`src/cpu_settings.svh`:
```
`ifndef CPU_SETTINGS_SVH
`define CPU_SETTINGS_SVH

`define CPU_WORD_WIDTH 64
`define CPU_INSTR_WIDTH 32
`define CPU_REG_COUNT 32
`define CPU_CONTROL_WIDTH 25

// Control word fields, from the top bit down
`define CPU_CW_READ_A 24:20
`define CPU_CW_READ_B 19:15
`define CPU_CW_WRITE_REG 14:10
`define CPU_CW_REG_WRITE 9
`define CPU_CW_ALU_SRC_CONSTANT 8
`define CPU_CW_ALU_OP 7:5
`define CPU_CW_MEM_WRITE 4
`define CPU_CW_MEM_READ 3
`define CPU_CW_MEM_TO_REG 2
`define CPU_CW_PC_SELECT 1:0

`endif
```
`src/cpu_pkg.sv`:
```
`include "cpu_settings.svh"

package cpu_pkg;

    // Data value or byte address
    typedef logic [`CPU_WORD_WIDTH-1:0] word_t;

    typedef logic [`CPU_INSTR_WIDTH-1:0] instr_t;

    typedef logic [$clog2(`CPU_REG_COUNT)-1:0] reg_index_t;

    // Fields placed by the CPU_CW_* macros
    typedef logic [`CPU_CONTROL_WIDTH-1:0] control_word_t;

    typedef enum logic [2:0] {
        alu_add    = 3'd0,
        alu_sub    = 3'd1,
        alu_and    = 3'd2,
        alu_orr    = 3'd3,
        alu_pass_b = 3'd4
    } alu_op_t;

    // Only LDUR ever leaves step_first
    typedef enum logic [1:0] {
        step_first     = 2'd0,
        step_load_wait = 2'd1
    } step_t;

    typedef enum logic [1:0] {
        pc_next           = 2'd0,
        pc_offset         = 2'd1,
        pc_offset_if_zero = 2'd2
    } pc_select_t;

endpackage

```
`src/control_unit.sv`:
```
`timescale 1ns/1ps
`include "cpu_settings.svh"

module control_unit (
    input  logic                  clock,
    input  logic                  reset,
    input  cpu_pkg::instr_t       instruction,
    input  logic                  zero,
    output cpu_pkg::control_word_t control_word,
    output cpu_pkg::word_t        constant,
    output logic                  advance
);

    cpu_pkg::step_t         step;
    cpu_pkg::step_t         next_step;
    cpu_pkg::step_t         data_next_step;
    cpu_pkg::step_t         branch_next_step;
    cpu_pkg::control_word_t data_control_word;
    cpu_pkg::control_word_t branch_control_word;
    cpu_pkg::control_word_t selected_word;
    cpu_pkg::word_t         data_constant;
    cpu_pkg::word_t         branch_constant;
    logic                   branch_group;
    logic                   take_branch;

    data_format_decoder data_format_decoder_inst (
        .instruction  (instruction),
        .step         (step),
        .control_word (data_control_word),
        .constant     (data_constant),
        .next_step    (data_next_step)
    );

    branch_decoder branch_decoder_inst (
        .instruction  (instruction),
        .step         (step),
        .control_word (branch_control_word),
        .constant     (branch_constant),
        .next_step    (branch_next_step)
    );

    // B, CBZ and CBNZ all carry 101 in bits 28 to 26
    assign branch_group = (instruction[28:26] == 3'b101);

    always_comb begin
        if (branch_group) begin
            selected_word = branch_control_word;
            constant      = branch_constant;
            next_step     = branch_next_step;
        end else begin
            selected_word = data_control_word;
            constant      = data_constant;
            next_step     = data_next_step;
        end
    end

    // Bit 24 set means CBNZ, so the zero test flips
    assign take_branch = zero ^ instruction[24];

    always_comb begin
        control_word = selected_word;
        if (cpu_pkg::pc_select_t'(selected_word[`CPU_CW_PC_SELECT]) ==
                cpu_pkg::pc_offset_if_zero) begin
            control_word[`CPU_CW_PC_SELECT] = take_branch ? cpu_pkg::pc_offset
                                                          : cpu_pkg::pc_next;
        end
    end

    always_ff @(posedge clock or posedge reset) begin
        if (reset) begin
            step <= cpu_pkg::step_first;
        end else begin
            step <= next_step;
        end
    end

    assign advance = (next_step == cpu_pkg::step_first);

endmodule

```
`src/branch_decoder.sv`:
```
`timescale 1ns/1ps
`include "cpu_settings.svh"

module branch_decoder (
    input  cpu_pkg::instr_t        instruction,
    input  cpu_pkg::step_t         step,
    output cpu_pkg::control_word_t control_word,
    output cpu_pkg::word_t         constant,
    output cpu_pkg::step_t         next_step
);

    logic is_b;
    logic is_cb;

    assign is_b  = (instruction[31:26] == 6'b000101);
    // CBZ and CBNZ differ only in bit 24
    assign is_cb = (instruction[31:25] == 7'b1011010);

    always_comb begin
        control_word = '0;
        constant     = '0;
        next_step    = cpu_pkg::step_first;
        if (step == cpu_pkg::step_first) begin
            if (is_b) begin
                control_word[`CPU_CW_PC_SELECT] = cpu_pkg::pc_offset;
                constant = {{(`CPU_WORD_WIDTH-28){instruction[25]}}, instruction[25:0], 2'b00};
            end else if (is_cb) begin
                // Rt through the ALU gives the zero flag
                control_word[`CPU_CW_READ_B]    = instruction[4:0];
                control_word[`CPU_CW_ALU_OP]    = cpu_pkg::alu_pass_b;
                control_word[`CPU_CW_PC_SELECT] = cpu_pkg::pc_offset_if_zero;
                constant = {{(`CPU_WORD_WIDTH-21){instruction[23]}}, instruction[23:5], 2'b00};
            end
        end
    end

endmodule

```
`src/data_format_decoder.sv`:
```
`timescale 1ns/1ps
`include "cpu_settings.svh"

module data_format_decoder (
    input  cpu_pkg::instr_t        instruction,
    input  cpu_pkg::step_t         step,
    output cpu_pkg::control_word_t control_word,
    output cpu_pkg::word_t         constant,
    output cpu_pkg::step_t         next_step
);

    // Matched against bits 31 to 21
    localparam logic [10:0] opcode_add  = 11'b10001011000;
    localparam logic [10:0] opcode_sub  = 11'b11001011000;
    localparam logic [10:0] opcode_and  = 11'b10001010000;
    localparam logic [10:0] opcode_orr  = 11'b10101010000;
    localparam logic [10:0] opcode_addi = 11'b1001000100?;
    localparam logic [10:0] opcode_subi = 11'b1101000100?;
    localparam logic [10:0] opcode_movz = 11'b110100101??;
    localparam logic [10:0] opcode_ldur = 11'b11111000010;
    localparam logic [10:0] opcode_stur = 11'b11111000000;

    logic [10:0] opcode;

    assign opcode = instruction[31:21];

    always_comb begin
        control_word = '0;
        constant     = '0;
        next_step    = cpu_pkg::step_first;
        casez (opcode)
            opcode_add, opcode_sub, opcode_and, opcode_orr: begin
                control_word[`CPU_CW_READ_A]    = instruction[9:5];
                control_word[`CPU_CW_READ_B]    = instruction[20:16];
                control_word[`CPU_CW_WRITE_REG] = instruction[4:0];
                control_word[`CPU_CW_REG_WRITE] = 1'b1;
                case (opcode)
                    opcode_sub: control_word[`CPU_CW_ALU_OP] = cpu_pkg::alu_sub;
                    opcode_and: control_word[`CPU_CW_ALU_OP] = cpu_pkg::alu_and;
                    opcode_orr: control_word[`CPU_CW_ALU_OP] = cpu_pkg::alu_orr;
                    default:    control_word[`CPU_CW_ALU_OP] = cpu_pkg::alu_add;
                endcase
            end
            opcode_addi, opcode_subi: begin
                control_word[`CPU_CW_READ_A]           = instruction[9:5];
                control_word[`CPU_CW_WRITE_REG]        = instruction[4:0];
                control_word[`CPU_CW_REG_WRITE]        = 1'b1;
                control_word[`CPU_CW_ALU_SRC_CONSTANT] = 1'b1;
                // SUBI differs from ADDI only in bit 30
                control_word[`CPU_CW_ALU_OP] = instruction[30] ? cpu_pkg::alu_sub
                                                               : cpu_pkg::alu_add;
                constant = cpu_pkg::word_t'(instruction[21:10]);
            end
            opcode_movz: begin
                control_word[`CPU_CW_WRITE_REG]        = instruction[4:0];
                control_word[`CPU_CW_REG_WRITE]        = 1'b1;
                control_word[`CPU_CW_ALU_SRC_CONSTANT] = 1'b1;
                control_word[`CPU_CW_ALU_OP]           = cpu_pkg::alu_pass_b;
                // hw picks one of four 16-bit lanes
                constant = cpu_pkg::word_t'(instruction[20:5]) << {instruction[22:21], 4'b0000};
            end
            opcode_ldur: begin
                if (step == cpu_pkg::step_first) begin
                    control_word[`CPU_CW_READ_A]           = instruction[9:5];
                    control_word[`CPU_CW_ALU_SRC_CONSTANT] = 1'b1;
                    control_word[`CPU_CW_ALU_OP]           = cpu_pkg::alu_add;
                    control_word[`CPU_CW_MEM_READ]         = 1'b1;
                    next_step = cpu_pkg::step_load_wait;
                end else begin
                    // Memory word arrives this cycle
                    control_word[`CPU_CW_WRITE_REG]  = instruction[4:0];
                    control_word[`CPU_CW_REG_WRITE]  = 1'b1;
                    control_word[`CPU_CW_MEM_TO_REG] = 1'b1;
                end
                constant = {{(`CPU_WORD_WIDTH-9){instruction[20]}}, instruction[20:12]};
            end
            opcode_stur: begin
                control_word[`CPU_CW_READ_A]           = instruction[9:5];
                control_word[`CPU_CW_READ_B]           = instruction[4:0];
                control_word[`CPU_CW_ALU_SRC_CONSTANT] = 1'b1;
                control_word[`CPU_CW_ALU_OP]           = cpu_pkg::alu_add;
                control_word[`CPU_CW_MEM_WRITE]        = 1'b1;
                constant = {{(`CPU_WORD_WIDTH-9){instruction[20]}}, instruction[20:12]};
            end
            default: begin
            end
        endcase
    end

endmodule

```
`config.mk`:
```
export PLATFORM = sky130hd
export DESIGN_NAME = control_unit
export DESIGN_NICKNAME = d
export VERILOG_FILES = /design/src/cpu_pkg.sv /design/src/control_unit.sv /design/src/branch_decoder.sv /design/src/data_format_decoder.sv
export VERILOG_INCLUDE_DIRS = /design/src /design/src/src
export SDC_FILE = /design/constraint.sdc
export NUM_CORES = 1
export LEC_CHECK = 0
export BUFFER_PORTS_ARGS = -buffer_cell sky130_fd_sc_hd__buf_2
export CORE_MARGIN = 2
export CORE_UTILIZATION = 42
export CTS_CLUSTER_SIZE = 20
export DETAILED_ROUTE_END_ITERATION = 16
export GPL_ROUTABILITY_DRIVEN = 0
export PLACE_DENSITY = 0.83
export SYNTH_ARGS = -nofsm -noshare
export SYNTH_HDL_FRONTEND = slang
export SYNTH_SLANG_ARGS = --single-unit
```
`constraint.sdc`:
```
create_clock -name clock -period 2.3 [get_ports clock]
set_input_delay 0.115 -clock clock [delete_from_list [all_inputs] [get_ports clock]]
set_output_delay 0.115 -clock clock [all_outputs]
set_load 0.02 [all_outputs]
```
Yosys cells after proc, flatten, opt, wreduce, memory -nomap -nowiden. Index checks and enable logic that the tools add are counted.

Equality and inequality tests: 13. Shifts and indexed selects: 1. Mux-type cells: 34. Bitwise operators: 1. Reductions and logical operators: 8.

Operators with widths (number): 2-to-1 mux 64 bit (4); one-hot mux 64 bit (3 select lines) (1); equality test 11 bit (second input constant) (6); left shift 16 x 6 -> 64 bit (1); 2-to-1 mux 25 bit (1); equality test 10 bit (second input constant) (2); 2-to-1 mux 5 bit (4); one-hot mux 5 bit (2 select lines) (2); 2-to-1 mux 2 bit (7); OR reduction 7 bit (2); one-hot mux 3 bit (4 select lines) (1); one-hot mux 6 bit (2 select lines) (1); equality test 9 bit (second input constant) (1); 2-to-1 mux 3 bit (3); OR reduction 4 bit (2); equality test 7 bit (second input constant) (1); equality test 6 x 3 -> 1 bit (second input constant) (1); 2-to-1 mux 1 bit (6); 2-to-1 mux 6 bit (1); one-hot mux 2 bit (3 select lines) (1); zero test 2 bit (2); 2-to-1 mux 4 bit (1); OR reduction 2 bit (2); equality test 3 bit (second input constant) (1); 3 further kinds (3).

Register bits after elaboration: 2. Output and inout bits: 90. Word-level logic and storage cells: 58.

Longest topological paths before layout. Gate-level depths: netlist of run 1.

Depth after elaboration: 7. Gate-level depth with buffers: 8.

Hierarchy. A second synthesis of run 1 with hierarchy kept.

Cell total of the unflattened synthesis: 430. Area, all modules: 3804.9 sq um.

Modules (own cells, without submodules): control_unit (instances 1, cells an instance 113, area each 1368.8 sq um, sequential area each 50.0 sq um); branch_decoder (instances 1, cells an instance 165, area each 1277.5 sq um, sequential area each 0.0 sq um); data_format_decoder (instances 1, cells an instance 152, area each 1158.6 sq um, sequential area each 0.0 sq um).

Least setup slack after synthesis of run 1. OpenSTA, ideal clock, no wires.

Path kind: input -> output. Start: input instruction[29]. End: output constant[23]. Arrival time: 2.054 ns. Slack: 0.131 ns. Stages on the path: 5. Buffers on the path: 2. Path through: buf_2 > or3b_1 > buf_2 > or3_1 > o311ai_0.

Word-level cells in the longest chain between the ends: 5. Elaborated cells between the ends (all ways): 14. Classes of those cells: 7 x eq/ne; 5 x mux; 2 x reduce/logical.

Ends and longest elaborated chain: from (decl) (line control_unit.sv:7) `input cpu_pkg::instr_t instruction,`; equality test 7 bit (line branch_decoder.sv:17) `assign is_cb = (instruction[31:25] == 7'b1011010);`; 2-to-1 mux 64 bit (line branch_decoder.sv:27) `end else if (is_cb) begin`; 2-to-1 mux 64 bit (line branch_decoder.sv:24) `if (is_b) begin`; 2-to-1 mux 64 bit (line branch_decoder.sv:23) `if (step == cpu_pkg::step_first) begin`; 2-to-1 mux 64 bit * (line control_unit.sv:46) `if (branch_group) begin`; to (decl) (line control_unit.sv:10) `output cpu_pkg::word_t constant,`.

Every way passes the cells marked *; elsewhere a longest branch is shown, timed or not.

Final worst setup path of run 1.
Start: input instruction[29]. End: output constant[59].

Same word-level chain as after synthesis.

==> reports/qor.yml, run 1 <==
dr.pass1.iters: 6
ant_nets: 0
period_needed_ns: 2.11
vdd_drop_max_uv: 108
arrival_ns: 2.00
synth_common_cells: "a21o_1, nand2_1, a22oi_1"
path_common_cell: "buf_2"
synthAdderAreaFrac_pct: 0
worstSetupEndpointType: "output port"
slew_violations: 0
dp_hpwl_um: 5010
top_regs: "step (1)"
fin_crit_sh_pct: 91.9
path_class: "input port to output port"
antenna_found_initial: 0
crit_family: "simple AND/OR/NAND/NOR gates"
die_y_um: 66.9
coreArea_sq_mm: 0.00374
max_freq_mhz: 473
ys_seq_area_share_pct: 1.50
ys_ff_latch: 1
yosysUniqueCellTypes: 50
hp-class: "input port to async pin"
syn-cell-area_sq_mm: 0.00166
final.setup.tns_ns: 0
fin_nets: 374
yosys.area.top_type: "a21o_1"
drv_cap: 0
synthMuxAreaShare_pct: 0
syn_nets: 276
critPathMaxFanout: 15
yosys.area.top_type_share_pct: 15.8
fin_skew_ns: 0
insertion_delay_ns: 0
synth_compound_area_share_pct: 51.2
register_area_sq_um: 25.0
crit_path_cell_trace: "buf_2 -> or3b_1 -> nor3_4 -> and3_1 -> a21o_1 -> buf_2"
totalWireLength_um: 6720
grt_max_degree: 38
multi_input_area_sq_mm: 0.00142
synthSimpleGateAreaFrac_pct: 33.2
drc_errors: 0
syn2layout_area_growth_pct: 34.9
largest_register_ffs: 1
r2r-start: "step[0]"
final_core_util_pct: 59.9
synth_top_family_by_area: "compound AO/OA/AOI/OAI gates"
synthTopCellsByArea: "a21o_1, a22oi_1, nand2_1"
crit_slowest_cell: "and3_1"
avgSynthCellArea_sq_um: 6.90
clkTransAtPathRegs_ns: 0
dr_total_vias: 2479
wl_per_cell_um: 17.5
drt-vias-per-instance: 6.44
path_buf_inv: 2
synthFlopType: "dfrtp_1"
synth.most_common_cell: "a21o_1"
r2r_end: "step[0]"
track_usage_pct: 28.1
largest_register: "step"
numPortBuffers: 123
critPathLaunchType: "input port"
grt_pass1_wl_um: 10100
synth_cells: 241
r2r.worst_path.cells: 3
rows: 22
synth-edff-count: 0
finalHoldViolCount: 0
leakage_nw: 1.51
max_stage_delay_ns: 0.54
setup_viol: 0
die_w_um: 66.9
status: "completed"
synth_xor_area_share_pct: 0.527
ioPinCount: 125
drive_above_1_share_pct: 41.8
synthArstFlopShare_pct: 100
grt_pass1_vias: 2060
antennaDiodeCount: 0
post-cts-setup-buffers: 0
r2r_slack_ns: 1.50
tightest_slew_ns: 0.691
slew_headroom_pct: 53.7
fillers: 390
dieArea_sq_mm: 0.00448
required_ns: 2.18
p_per_area_mw_per_mm2: 92.7
grt_overflow: 0
initial_core_util_pct: 44.4
drtIter0Drc: 286
rsz0062_at_grt: "no"
yosysWarnings: 0
## worst reg2reg max path: cells and delay by family, from the launching register on
kind	cells	cell delay [ns]
AND/OR/NAND/NOR	2	0.22
flip-flops	1	0.41
buffers and inverters	1	0.09
## area by class of cell
class / count / share of cell area, %
inverter: 4 / 0.669
multi-input combinational: 197 / 63.4
sequential: 1 / 1.12
tap: 48 / 2.68
timing repair buffer: 135 / 32.1
## metrics by stage
step | power (mW) | hold slack [ns] | setup WS, ns | instances | cell area (sq um)
after floorplan | 0.124 | -0.156 | 0.131 | 241 | 1660
after global placement | 0.198 | -0.0517 | 0.279 | 384 | 2230
after detailed placement | 0.201 | -0.0456 | 0.190 | 384 | 2230
after CTS | 0.203 | 0.506 | 0.191 | 385 | 2240
after global routing | 0.220 | 0.529 | 0.0859 | 385 | 2240
final | 0.208 | 0.497 | 0.187 | 385 | 2240
## what timing repair did
| item | CTS | global route |
|---|---|---|
| hold buffers | 1 | 0 |
| endpoints found under the hold margin | 1 | 0 |
| gates resized for setup | 0 | 0 |
| setup endpoints to repair | 0 | 0 |
## cells by family (layout without fill, tap and decap cells)
kind of cell | Yosys count | after routing
AO/OA/AOI/OAI | 105 | 105
AND/OR/NAND/NOR | 90 | 90
buffers and inverters | 43 | 139
other | 1 | 1
XOR/XNOR | 1 | 1
flip-flops | 1 | 1
## worst max-delay path by stage
| stage | start | endpoint | cells past startpoint |
|---|---|---|---|
| 2_1_floorplan | instruction[29] | constant[23] | 5 |
| 3_3_place_gp | instruction[29] | constant[59] | 6 |
| 3_5_place_dp | instruction[29] | constant[59] | 6 |
| 4_1_cts | instruction[29] | constant[59] | 6 |
| 5_1_grt | instruction[29] | constant[56] | 6 |
| 6_report | instruction[29] | constant[59] | 6 |
## power breakdown
part	switching, mW	internal [mW]	total [mW]
combinational	0.127	0.0636	0.190
sequential	0.0000156	0.0179	0.0179
clock	0	0	0
## routing by layer
metal / GRT usage [%] / up-vias / wire length [um]
met5: 0 / - / 0
met4: 7.40 / 0 / 130
met1: 38.7 / 1139 / 2640
met2: 46.9 / 193 / 3120
li1: - / 1131 / -
met3: 1.86 / 16 / 836
## cells in the final DEF (no fill, tap or decap), types with 2 or more instances in the layout
master     synthesis  final
buf_2              9    123
a21o_1            35     35
nand2_1           27     27
a22oi_1           20     20
nand3_1           12     12
o211ai_1          11     11
buf_4              3     10
nor2b_1            9      9
a32o_1             8      8
o2bb2ai_1          6      6
a221o_1            6      6
nand4b_1           5      5
a2bb2oi_1          5      5
inv_1              4      4
nor4_2             2      3
nand2b_1           3      3
nor4_1             4      3
nor3_1             3      3
nor2_1             3      3
or2_1              2      2
nand3b_1           2      2
nor3_4             2      2
and3b_1            2      2
nor3b_1            2      2
a21oi_1            2      2
a22o_1             2      2
and3_1             2      2
a32oi_1            2      2
a41o_1             2      2
o311ai_0           2      2
Note: power is estimated with default switching activity, not from simulation.
==> inputs of run 2 (changes only) <==
Settings changed: CORE_UTILIZATION 42 to 54, PLACE_DENSITY 0.83 to 0.84, SYNTH_HIERARCHICAL set to 1.
Clock period 2.3 ns to 2.4 ns, I/O delays scaled along.
==> run 2 against run 1 <==
  * Via count rose by 44%
  * Sequential power rose by 110%
  * Synthesized cell count rose by 78%
  * Sequential cell count rose by 1
  * Design area rose by 82%
  * Worst hold slack got worse by 0.19 ns
  * Global-route usage fell by 1.6 points
  * Critical path type unchanged
==> reports/qor.yml, run 2 <==
status: "completed"
switchingPower_uw: 238
synth_cells: 430
ctsHtreeMaxLevel: 1
path_class: "input port to output port"
hp-class: "input port to async pin"
rows: 30
avgSynthCellArea_sq_um: 8.85
path_common_cell: "buf_2"
initial_core_util_pct: 56.0
max_stage_delay_ns: 0.59
cts_tree: "built"
use_met3_pct: 3.96
synth_common_cells: "buf_4, a21o_1, mux2_2"
slew_violations: 0
coreArea_sq_mm: 0.00679
synth_xor_area_share_pct: 0.230
grt_use_met2_pct: 46.7
clock_path_buffers: 2
dr.pass1.iters: 7
syn-cell-area_sq_mm: 0.00380
leakage_nw: 2.55
tightest_slew_ns: 0.523
critPathMaxFanout: 20
synthMuxAreaShare_pct: 30.3
crit_path_cell_trace: "buf_2 -> or4b_1 -> nor3_4 -> and2_2 -> buf_12 -> a21o_1 -> mux2_2 -> buf_2"
layout_common_cells: "buf_2, a21o_1, mux2_2"
cts_root_buf: "clkbuf_8"
ant_nets: 0
critPathLaunchType: "input port"
syn2layout_area_growth_pct: 7.53
finalHoldViolCount: 0
max_freq_mhz: 459
ys_seq_area_share_pct: 1.32
yosysWarnings: 6
top_regs: "step (2)"
totalWireLength_um: 10800
drt-vias-per-instance: 6.11
die_y_um: 87.9
worstSetupEndpointType: "output port"
drc_errors: 0
synthSimpleGateAreaFrac_pct: 22.1
dpl.cell_count: 581
drv_cap: 0
fin_skew_ns: 0.00214
top_usage_layer: "met2"
insertion_delay_ns: 0.21
grt_pass1_wl_um: 16600
synthTopCellsByArea: "mux2_4, mux2_2, buf_4"
instances_no_fill: 585
final.setup.tns_ns: 0
met1_usage_pct: 34.5
seqPwrFrac_pct: 7.4
synthAdderAreaFrac_pct: 0
arrival_ns: 2.06
yosysUniqueCellTypes: 52
p_per_area_mw_per_mm2: 122
r2r_end: "step[0]"
fin_nets: 526
required_ns: 2.28
grt_max_degree: 38
dp_hpwl_um: 7650
grt_overflow: 0
antennaDiodeCount: 0
synthArstFlopShare_pct: 100
p_sw_share_pct: 47.6
final_common_cell: "buf_2"
numPortBuffers: 124
final_core_util_pct: 60.2
ioPinCount: 125
synthFlopType: "dfrtp_1"
fin_crit_sh_pct: 90.9
fillers: 603
dr_total_vias: 3572
synth-edff-count: 0
clkTransAtPathRegs_ns: 0.03
r2r-start: "step[1]"
rsz0062_at_grt: "no"
vdd_drop_max_uv: 134
antenna_found_initial: 0
crit_slowest_cell: "or4b_1"
p_int_uw: 262
drtIter0Drc: 341
yosys.area.top_type_share_pct: 15.8
slew_headroom_pct: 64.7
r2r_slack_ns: 1.42
period_needed_ns: 2.18
cts_buffers: 3
synth.most_common_cell: "buf_4"
synth_compound_area_share_pct: 23.1
largest_register: "step"
synth_top_family_by_area: "multiplexers"
grt_pass1_vias: 3259
post-cts-setup-buffers: 0
dieArea_sq_mm: 0.00773
wl_per_cell_um: 18.5
clockPowerShare_pct: 26.1
ys_ff_latch: 2
power_frac_comb_pct: 66.5
track_usage_pct: 26.5
yosys.area.top_type: "mux2_4"
clock_sink_count: 2
setup_viol: 0
largest_register_ffs: 2
die_w_um: 87.9
drive_above_1_share_pct: 51.5
r2r.worst_path.cells: 3
-- run 2: cell types whose count changed in the layout (fill, tap and decap cells not counted), sizes merged, moves of 12 or more --
cell    delta
a211oi    +27
or3b      +26
nand2     -23
conb      +23
nand4b    +16
inv       +12
a22oi     -20
mux2      +89
-- run 2: what timing repair did --
| item | 4_1_cts | 5_1_grt |
|---|---|---|
| setup endpoints to repair | 0 | 6 |
| endpoints found under the hold margin | 2 | 0 |
| gates resized for setup | 0 | 1 |
| hold buffers | 1 | 0 |
-- run 2: power by group through the flow --
| stage | Combinational [mW] | Sequential (mW) | Clock [mW] |
|---|---|---|---|
| after floorplan | 0.240 | 0.0368 | 0 |
| final | 0.332 | 0.0369 | 0.130 |
| after global routing | 0.350 | 0.0370 | 0.136 |
| after detailed placement | 0.322 | 0.0371 | 0 |
| after global placement | 0.315 | 0.0371 | 0 |
| after CTS | 0.324 | 0.0368 | 0.132 |
-- run 2: critical path: cells and delay by family --
| family | cells | cell delay [ns] |
|---|---|---|
| AOI/OAI and AO/OA | 1 | 0.09 |
| buffers and inverters | 3 | 0.49 |
| muxes | 1 | 0.15 |
| and+or+nand+nor | 3 | 1.20 |
-- run 2: logic make-up (layout without fill, tap and decap cells) --
logic type / after synthesis / after routing
buf+inv: 127 / 164
compound gates: 107 / 107
mux: 89 / 89
xor+xnor: 1 / 1
simple gates: 102 / 102
flops: 2 / 2
other cells: 2 / 24
-- run 2: worst max path at each step --
stage | start | end
2_1_floorplan | step[1] | constant[28]
3_3_place_gp | instruction[29] | control_word[12]
3_5_place_dp | instruction[29] | control_word[11]
4_1_cts | instruction[29] | control_word[11]
5_1_grt | instruction[25] | control_word[23]
6_report | instruction[23] | constant[17]
-- run 2: area by class of cell --
type | count | area (sq um) | area share (%)
clock buffers | 3 | 41.3 | 1.01
repair buffers | 145 | 831 | 20.3
flip-flops and latches | 2 | 50.0 | 1.22
inverters | 16 | 60.1 | 1.47
well taps | 96 | 120 | 2.94
multi-input cells | 323 | 2990 | 73.1
-- run 2: metal layers --
metal / share of wire (%) / vias up
li1: - / 1662
met1: 39 / 1676
met2: 48 / 218
met3: 11 / 16
met4: 1.5 / 0
met5: 0 / -
-- run 2: metrics by stage --
| step | worst slack, ns | hold WS (ns) | power [mW] | area (sq um) |
|---|---|---|---|---|
| 2_1_floorplan | 0.182 | -0.139 | 0.277 | 3900 |
| 3_3_place_gp | 0.218 | -0.0272 | 0.352 | 4040 |
| 3_5_place_dp | 0.105 | -0.0244 | 0.359 | 4040 |
| 4_1_cts | 0.0993 | 0.309 | 0.493 | 4090 |
| 5_1_grt | 0.0974 | 0.319 | 0.523 | 4090 |
| 6_report | 0.219 | 0.308 | 0.499 | 4090 |
